### src/ti99_pkg.sv
// ========================================
// shared widths, counts and enums for the TI-99/4A glue logic
// all counts are in CLK_50M cycles with no PLL in front
// key indices are bit positions in the held key-state vector
// KEY_CAPS is a held bit too while alpha lock itself is separate
// ========================================
package ti99_pkg;

	// ========================================
	// host download port
	localparam int IOCTL_ADDR_W = 25; // byte address from the host
	localparam int DL_INDEX_W   = 8;  // image index
	localparam int DL_DATA_W    = 8;  // one byte per strobe

	// cartridge RAM, 128K x 16
	localparam int RAM_ADDR_W  = 18; // byte address
	localparam int RAM_WORD_AW = 17; // word part

	// word offsets per image kind
	localparam logic [RAM_WORD_AW-1:0] IMG_D_WORD_OFFSET = 17'h0_1000; // D.bin at byte 0x2000
	localparam logic [RAM_WORD_AW-1:0] IMG_G_WORD_OFFSET = 17'h0_B000; // G.bin at byte 0x16000

	// ========================================
	// keyboard and joysticks
	localparam int PS2_KEY_W      = 11;
	localparam int PS2_TOGGLE_BIT = 10; // flips once per event
	localparam int PS2_PRESS_BIT  = 9;  // 1 = make, 0 = break
	localparam int JOY_W          = 16;
	localparam int ROW_STROBE_W   = 9;  // 8 row strobes + alpha select
	localparam int ALPHA_SEL_BIT  = 8;  // active low
	localparam int MATRIX_W       = 8;
	localparam int ALPHA_COL      = 4;  // alpha lock returns here
	localparam int KEY_COUNT      = 52;
	localparam int KEY_IDX_W      = 6;

	// ========================================
	// reset sequencing and clock enables
	localparam int DL_SETTLE_CYCLES = 255; // flash window tail
	localparam int SETTLE_CNT_W     = $clog2(DL_SETTLE_CYCLES);
	localparam int CE_FAST_DIV      = 4;   // 12.5 MHz enable in place of 10.7 MHz
	localparam int CE_SLOW_DIV      = 8;   // half of fast
	localparam int CE_FAST_W        = $clog2(CE_FAST_DIV);
	localparam int CE_DIV_W         = $clog2(CE_SLOW_DIV);

	// download index from the host menu
	typedef enum logic [DL_INDEX_W-1:0] {
		IMG_FULL = 8'd1, // full image or C.bin
		IMG_D    = 8'd2,
		IMG_G    = 8'd3
	} load_img_e;

	typedef enum logic [1:0] {
		SYS_HOLD,   // waiting for first download
		SYS_LOAD,   // download or OSD reset active
		SYS_SETTLE, // window tail counting
		SYS_RUN
	} sys_state_e;

	// held key bits grouped by console keyboard row
	typedef enum logic [KEY_IDX_W-1:0] {
		KEY_0, KEY_1, KEY_2, KEY_3, KEY_4,
		KEY_5, KEY_6, KEY_7, KEY_8, KEY_9,
		KEY_EQ,
		KEY_Q, KEY_W, KEY_E, KEY_R, KEY_T,
		KEY_Y, KEY_U, KEY_I, KEY_O, KEY_P,
		KEY_SLASH,
		KEY_A, KEY_S, KEY_D, KEY_F, KEY_G,
		KEY_H, KEY_J, KEY_K, KEY_L,
		KEY_SEMI, KEY_ENTER,
		KEY_SHIFT,
		KEY_Z, KEY_X, KEY_C, KEY_V, KEY_B, KEY_N, KEY_M,
		KEY_COMMA, KEY_PERIOD,
		KEY_CTRL, KEY_SPACE, KEY_FN,
		KEY_UP, KEY_DOWN, KEY_LEFT, KEY_RIGHT, KEY_FIRE, // joystick 1 overlay keys
		KEY_CAPS // raw caps state as edge guard for alpha lock
	} ti_key_e;

endpackage

### src/ti99_sys_ctrl.sv
`timescale 1ns/1ps
// ========================================
// machine reset, flash-loading window and pixel clock enables
// machine stays in reset from reset_i until the first download starts
// an OSD reset before that first download opens no flash window
// enables are one-cycle pulses, fast every 4, slow every 8 cycles
// ========================================
module ti99_sys_ctrl (
	input  logic CLK_50M,
	input  logic reset_i,
	input  logic download_i,      // host ROM download active
	input  logic osd_reset_i,     // reset item from OSD
	input  logic button_reset_i,  // user button
	output logic machine_reset_o,
	output logic flash_loading_o,
	output logic ce_fast_o,       // 10.7 MHz pixel domain
	output logic ce_slow_o        // 5.37 MHz pixel domain
);
	import ti99_pkg::*;

	sys_state_e state_q;
	sys_state_e state_d;
	logic [SETTLE_CNT_W-1:0] settle_cnt_q;
	logic [CE_DIV_W-1:0] div_q;
	logic load_req;

	assign load_req = download_i | osd_reset_i;

	// ========================================
	// clock enables
	always_ff @(posedge CLK_50M) begin
		if (reset_i) begin
			div_q     <= '0;
			ce_fast_o <= 1'b0;
			ce_slow_o <= 1'b0;
		end else begin
			div_q     <= div_q + CE_DIV_W'(1);
			ce_fast_o <= (div_q[CE_FAST_W-1:0] == '0); // first pulse right after release
			ce_slow_o <= (div_q == '0);                // every second fast pulse
		end
	end

	// ========================================
	// reset / load sequencing
	always_comb begin
		state_d = state_q;
		case (state_q)
			SYS_HOLD: begin
				if (download_i) begin
					state_d = SYS_LOAD; // osd alone keeps holding
				end
			end
			SYS_LOAD: begin
				if (!load_req) begin
					state_d = SYS_SETTLE;
				end
			end
			SYS_SETTLE: begin
				if (load_req) begin
					state_d = SYS_LOAD; // restart window
				end else if (settle_cnt_q == '0) begin
					state_d = SYS_RUN;
				end
			end
			default: begin // SYS_RUN
				if (load_req) begin
					state_d = SYS_LOAD;
				end
			end
		endcase
	end

	always_ff @(posedge CLK_50M) begin
		if (reset_i) begin
			state_q         <= SYS_HOLD;
			settle_cnt_q    <= '0;
			machine_reset_o <= 1'b1;
		end else begin
			state_q <= state_d;
			// last LOAD cycle already counts as window cycle 1
			if (state_q == SYS_SETTLE) begin
				settle_cnt_q <= settle_cnt_q - SETTLE_CNT_W'(1);
			end else begin
				settle_cnt_q <= SETTLE_CNT_W'(DL_SETTLE_CYCLES - 2);
			end
			machine_reset_o <= osd_reset_i | button_reset_i | (state_d == SYS_HOLD);
		end
	end

	assign flash_loading_o = (state_q == SYS_LOAD) || (state_q == SYS_SETTLE);

endmodule

### src/ps2_key_decoder.sv
`timescale 1ns/1ps
// ========================================
// PS/2 key events -> held key-state vector
// an event is any change of the toggle bit, one per host key word
// extended prefix ignored, so right ctrl/alt act as left ones
// caps toggles alpha lock once per press, typematic repeats ignored
// ========================================
module ps2_key_decoder (
	input  logic CLK_50M,
	input  logic reset_i,
	input  logic [ti99_pkg::PS2_KEY_W-1:0] ps2_key_i,
	output logic [ti99_pkg::KEY_COUNT-1:0] keys_o,
	output logic alpha_lock_o
);
	import ti99_pkg::*;

	logic toggle_q;
	logic key_event;
	logic key_pressed;
	logic key_hit;
	ti_key_e key_idx;

	assign key_event   = ps2_key_i[PS2_TOGGLE_BIT] ^ toggle_q;
	assign key_pressed = ps2_key_i[PS2_PRESS_BIT];

	// scan code set 2 -> console key
	always_comb begin
		key_hit = 1'b1;
		key_idx = KEY_SPACE; // don't care when no hit
		case (ps2_key_i[7:0])
			8'h75: key_idx = KEY_UP;
			8'h72: key_idx = KEY_DOWN;
			8'h6B: key_idx = KEY_LEFT;
			8'h74: key_idx = KEY_RIGHT;
			8'h0E: key_idx = KEY_FIRE;   // grave
			8'h16: key_idx = KEY_1;
			8'h1E: key_idx = KEY_2;
			8'h26: key_idx = KEY_3;
			8'h25: key_idx = KEY_4;
			8'h2E: key_idx = KEY_5;
			8'h36: key_idx = KEY_6;
			8'h3D: key_idx = KEY_7;
			8'h3E: key_idx = KEY_8;
			8'h46: key_idx = KEY_9;
			8'h45: key_idx = KEY_0;
			8'h4E: key_idx = KEY_EQ;     // minus
			8'h55: key_idx = KEY_EQ;
			8'h5D: key_idx = KEY_EQ;     // backslash
			8'h15: key_idx = KEY_Q;
			8'h1D: key_idx = KEY_W;
			8'h24: key_idx = KEY_E;
			8'h2D: key_idx = KEY_R;
			8'h2C: key_idx = KEY_T;
			8'h35: key_idx = KEY_Y;
			8'h3C: key_idx = KEY_U;
			8'h43: key_idx = KEY_I;
			8'h44: key_idx = KEY_O;
			8'h4D: key_idx = KEY_P;
			8'h54: key_idx = KEY_SLASH;  // [ key
			8'h1C: key_idx = KEY_A;
			8'h1B: key_idx = KEY_S;
			8'h23: key_idx = KEY_D;
			8'h2B: key_idx = KEY_F;
			8'h34: key_idx = KEY_G;
			8'h33: key_idx = KEY_H;
			8'h3B: key_idx = KEY_J;
			8'h42: key_idx = KEY_K;
			8'h4B: key_idx = KEY_L;
			8'h4C: key_idx = KEY_SEMI;
			8'h5A: key_idx = KEY_ENTER;
			8'h12: key_idx = KEY_SHIFT;  // left
			8'h59: key_idx = KEY_SHIFT;  // right
			8'h1A: key_idx = KEY_Z;
			8'h22: key_idx = KEY_X;
			8'h21: key_idx = KEY_C;
			8'h2A: key_idx = KEY_V;
			8'h32: key_idx = KEY_B;
			8'h31: key_idx = KEY_N;
			8'h3A: key_idx = KEY_M;
			8'h41: key_idx = KEY_COMMA;
			8'h49: key_idx = KEY_PERIOD;
			8'h14: key_idx = KEY_CTRL;
			8'h29: key_idx = KEY_SPACE;
			8'h11: key_idx = KEY_FN;     // alt
			8'h58: key_idx = KEY_CAPS;
			default: key_hit = 1'b0;
		endcase
	end

	// previous toggle level, follows the input even in reset
	always_ff @(posedge CLK_50M) begin
		toggle_q <= ps2_key_i[PS2_TOGGLE_BIT];
	end

	always_ff @(posedge CLK_50M) begin
		if (reset_i) begin
			keys_o       <= '0;
			alpha_lock_o <= 1'b0;
		end else if (key_event && key_hit) begin
			keys_o[key_idx] <= key_pressed;
			// flip only on the make edge of caps
			if (key_idx == KEY_CAPS && key_pressed && !keys_o[KEY_CAPS]) begin
				alpha_lock_o <= ~alpha_lock_o;
			end
		end
	end

endmodule

### src/key_matrix_scan.sv
`timescale 1ns/1ps
// ========================================
// key state + joysticks -> console 8x8 matrix, purely combinational
// strobes and column returns are active low
// joystick 2 has column slots of its own, no keyboard overlay
// ========================================
module key_matrix_scan (
	input  logic [ti99_pkg::KEY_COUNT-1:0] keys_i,
	input  logic alpha_lock_i,
	input  logic [ti99_pkg::JOY_W-1:0] joy1_i,
	input  logic [ti99_pkg::JOY_W-1:0] joy2_i,
	input  logic [ti99_pkg::ROW_STROBE_W-1:0] row_strobe_i,
	output logic [ti99_pkg::MATRIX_W-1:0] column_o
);
	import ti99_pkg::*;

	logic m_right;
	logic m_left;
	logic m_down;
	logic m_up;
	logic m_fire;
	logic m_1;
	logic m_2;
	logic m_3;
	logic [MATRIX_W-1:0] row_sel;            // active high after reorder
	logic [MATRIX_W-1:0] col_keys [MATRIX_W]; // per column, bit = matrix row

	// joystick 1 overlays arrows and grave
	assign m_right = keys_i[KEY_RIGHT] | joy1_i[0];
	assign m_left  = keys_i[KEY_LEFT]  | joy1_i[1];
	assign m_down  = keys_i[KEY_DOWN]  | joy1_i[2];
	assign m_up    = keys_i[KEY_UP]    | joy1_i[3];
	assign m_fire  = keys_i[KEY_FIRE]  | joy1_i[4];

	// extra pad buttons on 1/2/3 for menu picks
	assign m_1 = keys_i[KEY_1] | joy1_i[5];
	assign m_2 = keys_i[KEY_2] | joy1_i[6] | joy2_i[6];
	assign m_3 = keys_i[KEY_3] | joy1_i[7] | joy2_i[7];

	// console row order differs from strobe order
	assign row_sel = ~{row_strobe_i[4], row_strobe_i[5], row_strobe_i[6], row_strobe_i[7],
	                   row_strobe_i[3], row_strobe_i[2], row_strobe_i[1], row_strobe_i[0]};

	// ======== matrix layout, row 7 first
	assign col_keys[0] = {keys_i[KEY_EQ], keys_i[KEY_PERIOD], keys_i[KEY_COMMA], keys_i[KEY_M],
	                      keys_i[KEY_N], keys_i[KEY_SLASH], m_fire, joy2_i[4]};
	assign col_keys[1] = {keys_i[KEY_SPACE], keys_i[KEY_L], keys_i[KEY_K], keys_i[KEY_J],
	                      keys_i[KEY_H], keys_i[KEY_SEMI], m_left, joy2_i[1]};
	assign col_keys[2] = {keys_i[KEY_ENTER], keys_i[KEY_O], keys_i[KEY_I], keys_i[KEY_U],
	                      keys_i[KEY_Y], keys_i[KEY_P], m_right, joy2_i[0]};
	assign col_keys[3] = {1'b0, keys_i[KEY_9], keys_i[KEY_8], keys_i[KEY_7],
	                      keys_i[KEY_6], keys_i[KEY_0], m_down, joy2_i[2]};
	assign col_keys[4] = {keys_i[KEY_FN], m_2, m_3, keys_i[KEY_4],
	                      keys_i[KEY_5], m_1, m_up, joy2_i[3]};
	assign col_keys[5] = {keys_i[KEY_SHIFT], keys_i[KEY_S], keys_i[KEY_D], keys_i[KEY_F],
	                      keys_i[KEY_G], keys_i[KEY_A], 2'b00};
	assign col_keys[6] = {keys_i[KEY_CTRL], keys_i[KEY_W], keys_i[KEY_E], keys_i[KEY_R],
	                      keys_i[KEY_T], keys_i[KEY_Q], 2'b00};
	assign col_keys[7] = {1'b0, keys_i[KEY_X], keys_i[KEY_C], keys_i[KEY_V],
	                      keys_i[KEY_B], keys_i[KEY_Z], 2'b00};
	// KEY_CAPS has no matrix slot

	always_comb begin
		for (int c = 0; c < MATRIX_W; c++) begin
			column_o[c] = ~|(col_keys[c] & row_sel); // low = pressed key on a strobed row
		end
		// alpha lock has its own select line
		if (alpha_lock_i && !row_strobe_i[ALPHA_SEL_BIT]) begin
			column_o[ALPHA_COL] = 1'b0;
		end
	end

endmodule

### src/rom_load_mapper.sv
`timescale 1ns/1ps
// ========================================
// download bytes -> cartridge RAM byte writes, one cycle latency
// bytes beyond 256K are dropped, no strobe
// low address bit flipped, host order is opposite to the RAM's
// ========================================
module rom_load_mapper (
	input  logic CLK_50M,
	input  logic reset_i,
	input  logic dl_wr_i,
	input  logic [ti99_pkg::IOCTL_ADDR_W-1:0] dl_addr_i,
	input  ti99_pkg::load_img_e dl_index_i,
	input  logic [ti99_pkg::DL_DATA_W-1:0] dl_data_i,
	output logic ram_we_o,
	output logic [ti99_pkg::RAM_ADDR_W-1:0] ram_addr_o,
	output logic [ti99_pkg::DL_DATA_W-1:0] ram_data_o,
	output logic rom_mask_o
);
	import ti99_pkg::*;

	logic [RAM_WORD_AW-1:0] word_offset;
	logic [RAM_WORD_AW-1:0] word_addr;
	logic in_range;

	always_comb begin
		case (dl_index_i)
			IMG_FULL: word_offset = '0;
			IMG_D:    word_offset = IMG_D_WORD_OFFSET;
			IMG_G:    word_offset = IMG_G_WORD_OFFSET;
			default:  word_offset = '0;
		endcase
	end

	assign word_addr = dl_addr_i[RAM_ADDR_W-1:1] + word_offset;
	assign in_range  = (dl_addr_i[IOCTL_ADDR_W-1:RAM_ADDR_W] == '0);

	always_ff @(posedge CLK_50M) begin
		if (reset_i) begin
			ram_we_o <= 1'b0;
		end else begin
			ram_we_o <= dl_wr_i && in_range;
		end
	end

	// payload, no reset
	always_ff @(posedge CLK_50M) begin
		ram_addr_o <= {word_addr, ~dl_addr_i[0]}; // endian swap
		ram_data_o <= dl_data_i;
		rom_mask_o <= ~dl_index_i[0]; // high for D image only
	end

endmodule

### src/ti99_input_top.sv
`timescale 1ns/1ps
// ========================================
// glue between host and TI-99/4A console, single CLK_50M domain
// reset_i synchronous, active high
// strobes and column returns follow console polarity, active low
// ========================================
module ti99_input_top (
	input  logic CLK_50M,
	input  logic reset_i,
	// host control
	input  logic download_i,
	input  logic osd_reset_i,
	input  logic button_reset_i,
	output logic machine_reset_o,
	output logic flash_loading_o,
	output logic ce_fast_o,
	output logic ce_slow_o,
	// keyboard and joysticks
	input  logic [ti99_pkg::PS2_KEY_W-1:0] ps2_key_i,
	input  logic [ti99_pkg::JOY_W-1:0] joy1_i,
	input  logic [ti99_pkg::JOY_W-1:0] joy2_i,
	input  logic [ti99_pkg::ROW_STROBE_W-1:0] row_strobe_i,
	output logic [ti99_pkg::MATRIX_W-1:0] column_o,
	// ROM download
	input  logic dl_wr_i,
	input  logic [ti99_pkg::IOCTL_ADDR_W-1:0] dl_addr_i,
	input  ti99_pkg::load_img_e dl_index_i,
	input  logic [ti99_pkg::DL_DATA_W-1:0] dl_data_i,
	output logic ram_we_o,
	output logic [ti99_pkg::RAM_ADDR_W-1:0] ram_addr_o,
	output logic [ti99_pkg::DL_DATA_W-1:0] ram_data_o,
	output logic rom_mask_o
);
	import ti99_pkg::*;

	logic [KEY_COUNT-1:0] keys;
	logic alpha_lock;

	ti99_sys_ctrl i_ti99_sys_ctrl (
		.CLK_50M        (CLK_50M),
		.reset_i        (reset_i),
		.download_i     (download_i),
		.osd_reset_i    (osd_reset_i),
		.button_reset_i (button_reset_i),
		.machine_reset_o(machine_reset_o),
		.flash_loading_o(flash_loading_o),
		.ce_fast_o      (ce_fast_o),
		.ce_slow_o      (ce_slow_o)
	);

	ps2_key_decoder i_ps2_key_decoder (
		.CLK_50M     (CLK_50M),
		.reset_i     (reset_i),
		.ps2_key_i   (ps2_key_i),
		.keys_o      (keys),
		.alpha_lock_o(alpha_lock)
	);

	key_matrix_scan i_key_matrix_scan (
		.keys_i      (keys),
		.alpha_lock_i(alpha_lock),
		.joy1_i      (joy1_i),
		.joy2_i      (joy2_i),
		.row_strobe_i(row_strobe_i),
		.column_o    (column_o)
	);

	rom_load_mapper i_rom_load_mapper (
		.CLK_50M   (CLK_50M),
		.reset_i   (reset_i),
		.dl_wr_i   (dl_wr_i),
		.dl_addr_i (dl_addr_i),
		.dl_index_i(dl_index_i),
		.dl_data_i (dl_data_i),
		.ram_we_o  (ram_we_o),
		.ram_addr_o(ram_addr_o),
		.ram_data_o(ram_data_o),
		.rom_mask_o(rom_mask_o)
	);

endmodule

### config.mk
export PLATFORM = sky130hd
export DESIGN_NAME = ti99_input_top
export DESIGN_NICKNAME = d
export VERILOG_FILES = /design/src/ti99_pkg.sv /design/src/ti99_sys_ctrl.sv /design/src/ps2_key_decoder.sv /design/src/key_matrix_scan.sv /design/src/rom_load_mapper.sv /design/src/ti99_input_top.sv
export SDC_FILE = /design/constraint.sdc
export NUM_CORES = 1
export LEC_CHECK = 0
export BUFFER_PORTS_ARGS = -buffer_cell sky130_fd_sc_hd__buf_4
export CORE_AREA = 2 2 157 159
export DETAILED_ROUTE_END_ITERATION = 16
export DIE_AREA = 0 0 159 161
export GPL_TIMING_DRIVEN = 0
export PLACE_DENSITY = 0.44
export RECOVER_POWER = 50
export SLEW_MARGIN = 30
export SYNTH_ARGS = -nofsm -noshare
export SYNTH_HDL_FRONTEND = slang
export SYNTH_SLANG_ARGS = --single-unit
export TNS_END_PERCENT = 20
### constraint.sdc
create_clock -name CLK_50M -period 3.4 [get_ports CLK_50M]
set_input_delay 0.51 -clock CLK_50M [delete_from_list [all_inputs] [get_ports CLK_50M]]
set_output_delay 0.51 -clock CLK_50M [all_outputs]
set_load 0.05 [all_outputs]
==> results.md <==
- Die X: 159 um
- Vias in the first global route: 5,182
- Total number of vias: 5,167
- Sw power: 0.0008578 W
- Max Freq: 301.0 MHz
- Area growth syn-to-layout: 27.50%
- CP Launch Type: primary input
- Ranking of synthesized cells by area: dfxtp_1 36%, mux2i_1 8.1%, nand2b_1 5.8%, ha_1 2.5%, inv_1 2.3%
- Hold_sp: dl_data_i[2]
- Clock share of power: 37.0%
- Leakage power figure: 2.906 nW
- Final wirelength: 18,740 um
- Synth top area share: 36.08%
- Hold WS: 0.2703 ns
- Simple-Gate Fraction of Synth Area: 29.57%
- Post-synthesis net count: 721
- Hold Path Stages: 1
- Placer Congestion: 0.8638
- GRT overflow: 0
- Slew Limit Fails: 0
- R2R cell count: 6
- DRC violation count after routing: 0
- Pint: 0.001866 W
- First-pass GRT wire length: 29,260 um
- CP arrival: 3.55 ns
- GRT Max-Usage Layer: met2
- Outcome: completed
- Clock-pin slew on the worst setup and hold paths: 0.08 ns
- Core box area: 23,960 um2
- Flop pwr share: 43.9%
- Hpwl dp: 14,100 um
- List of most frequent post-synthesis cells: 98 x dfxtp_1, 50 x nand2b_1, 44 x mux2i_1
- Fin. Hold Viols: 0
- Post-synthesis compound-gate area fraction: 15.62%
- CTS Buffer Depth: 2
- Setup violators final: 0
- Ant. Diodes: 0
- Gate Count Post-Synth: 610
- Worst Clk Skew: 0.005328 ns
- CTS Root Cell: clkbuf_16
- Post-synth EDFFs: 0
- Tot Pwr: 0.002724 W
- I/O Buffers: 118
- GRT Total Usage: 14.56%
- Cts bufs inserted: 9
- Chip height: 161 um
- XOR/XNOR share of the synthesized area: 2.094%
- Ports: 139
- Worst reg2reg startpoint: i_ti99_sys_ctrl.settle_cnt_q[3]
- CTS Sinks: 98
- Reg-to-reg endpoint: i_ti99_sys_ctrl.machine_reset_o
- WP data required: 3.63 ns
- Number of synthesized register bits: 98
- Flop2flop setup slack: 1.09 ns
- Worst-skew pair later-pin latency: 0.36 ns
- RSZ-0062 raised after global routing: yes
- Register area share after synthesis: 36.08%
- Share of cells above drive strength 1: 19.35%
- Worst Setup Path Type: in2reg
- Endpoint, Worst Hold: i_rom_load_mapper.ram_data_o[2]
- Setup Buffers After CTS: 0
- Count of cell types in the netlist: 71
- Worst Hold Class: in2reg
- Met3 GRT Util: 3.056%
- Multiplexer area fraction after synthesis: 8.306%
- Async SR Flop Fraction: 0%
- Synthesis Warnings: 0
- Avg Cell Area, Syn: 8.914 um2
- Main combinational cell family by area after synthesis: simple AND/OR/NAND/NOR gates
- Antenna violations before repair: 0
- Count leader, synth: dfxtp_1
- Cell taking the most area after synthesis: dfxtp_1
- Met2 capacity usage during global routing: 24.60%
- Die area: 25,600 um2
- Slew margin rel.: 34.22%
- Worst slew pin tran: 0.9796 ns
- Final min period: 3.323 ns
- Initial Util: 22.69%
- H-tree depth: 3
- Gate power share: 19.1%
- M1 GR Usage: 18.46%
- VDD IR max: 251.9 uV
- PwrDens: 392.9 nW/um2
- Post-Syn Area: 5438 um2
- Crit end category: flop
- Post-synth top flop: dfxtp_1
- Number of max-cap violations: 0
- Largest net degree at the start of global routing: 19
- Switching share of power: 31.49%
- Post-Synth Adder-Cell Area: 2.899%
- Routed vias/inst: 4.838
- Ratio of final minimum period to clock period: 97.72%
- DRT Pass-1 Iters: 6
- Final antenna-violating net count: 0
- Layout Nets: 850
- DR iter-0 viols: 380
- Routed length per instance: 17.55 um
- Row count: 57
- CTS tree: yes
- Worst Path Max Fanout: 10
logic make-up (layout without fill, tap and decap cells):
family / after synthesis / count (layout)
buffers and inverters: 73 / 207
XOR/XNOR: 13 / 13
AO/OA/AOI/OAI: 113 / 113
flip-flops: 98 / 98
multiplexers: 45 / 45
AND/OR/NAND/NOR: 256 / 256
adder cells (fa/ha/maj): 12 / 12
flip-flops by register name, indices dropped and copies added (netlist names), 2 cells and up:
register / count
i_rom_load_mapper.ram_data_o: 8
i_ti99_sys_ctrl.state_q: 2
i_ps2_key_decoder.keys_o: 52
i_ti99_sys_ctrl.div_q: 3
i_ti99_sys_ctrl.settle_cnt_q: 8
i_rom_load_mapper.ram_addr_o: 18
stage by stage:
step	util, %	instances	setup WS (ns)	instance area, um2	TNS [ns]
global route	28.93	1068	-0.03522	6933	-0.06175
detailed placement	28.13	1052	-0.5371	6741	-7.048
global placement	28.09	1052	-0.6415	6730	-15.87
CTS	29.35	1068	0.04440	7033	0
floorplan	-	610	0.1695	5439	0
finish	28.93	1068	0.07740	6933	0
power by group through the flow:
stage / clock network, W / logic [W] / registers, W
finish: 0.00101 / 0.000519 / 0.00120
global route: 0.00108 / 0.000557 / 0.00120
CTS: 0.00104 / 0.000536 / 0.00120
detailed placement: 0 / 0.000533 / 0.00122
global placement: 0 / 0.000538 / 0.00122
floorplan: 0 / 0.000248 / 0.00129
area by class of cell:
class	instances	area (um2)
clock inverter	7	60.06
timing repair buffer	118	762.0
fill	2621	17030
tap	324	405.4
multi-input combinational	439	3223
inverter	34	127.6
buffer	39	167.7
clock buffer	9	225.2
sequential	98	1962
worst max-delay path, cell delays in order:
cell      delay [ns]
buf_4           0.13
buf_2           0.18
nor4b_1         0.58
clkbuf_1        0.43
a32oi_1         0.17
o32ai_1         0.16
nor3_1          0.11
and2_1          0.24
nor2_1          0.56
nand3_1         0.30
mux2i_1         0.18
cells in the final DEF, fill, tap and decap left out, drive strengths merged, types with 12 or more instances in the layout:
master and instances:
clkbuf 87, mux2i 44, a22oi 13, buf 79
inv 37, dfxtp 98, nand4 18, nand3 20
nor2 31, a21oi 21, nor2b 18, nand2b 50
nor4 13, nand2 34, nor4b 12
how the worst max path moves through the flow:
stage,from,endpoint,slack (ns),cells after the start
finish,ps2_key_i[7],i_ps2_key_decoder.keys_o[37],0.08,11
global route,ps2_key_i[7],i_ps2_key_decoder.alpha_lock_o,-0.04,11
CTS,ps2_key_i[2],i_ps2_key_decoder.alpha_lock_o,0.04,10
detailed placement,ps2_key_i[2],i_ps2_key_decoder.alpha_lock_o,-0.54,10
global placement,ps2_key_i[2],i_ps2_key_decoder.alpha_lock_o,-0.64,10
floorplan,joy1_i[5],column_o[4],0.17,5
metal layers:
metal	part of all wire (%)	vias up
met2	46	196
met5	0	-
met4	2.0	0
met3	6.4	40
li1	-	2494
met1	45	2437
timing repair:
action | CTS | global route
pin swaps | 0 | 1
gates resized for setup | 1 | 3
setup endpoints to repair | 6 | 11
hold buffers | 0 | 0
Note: power is estimated with default switching activity, not from simulation.
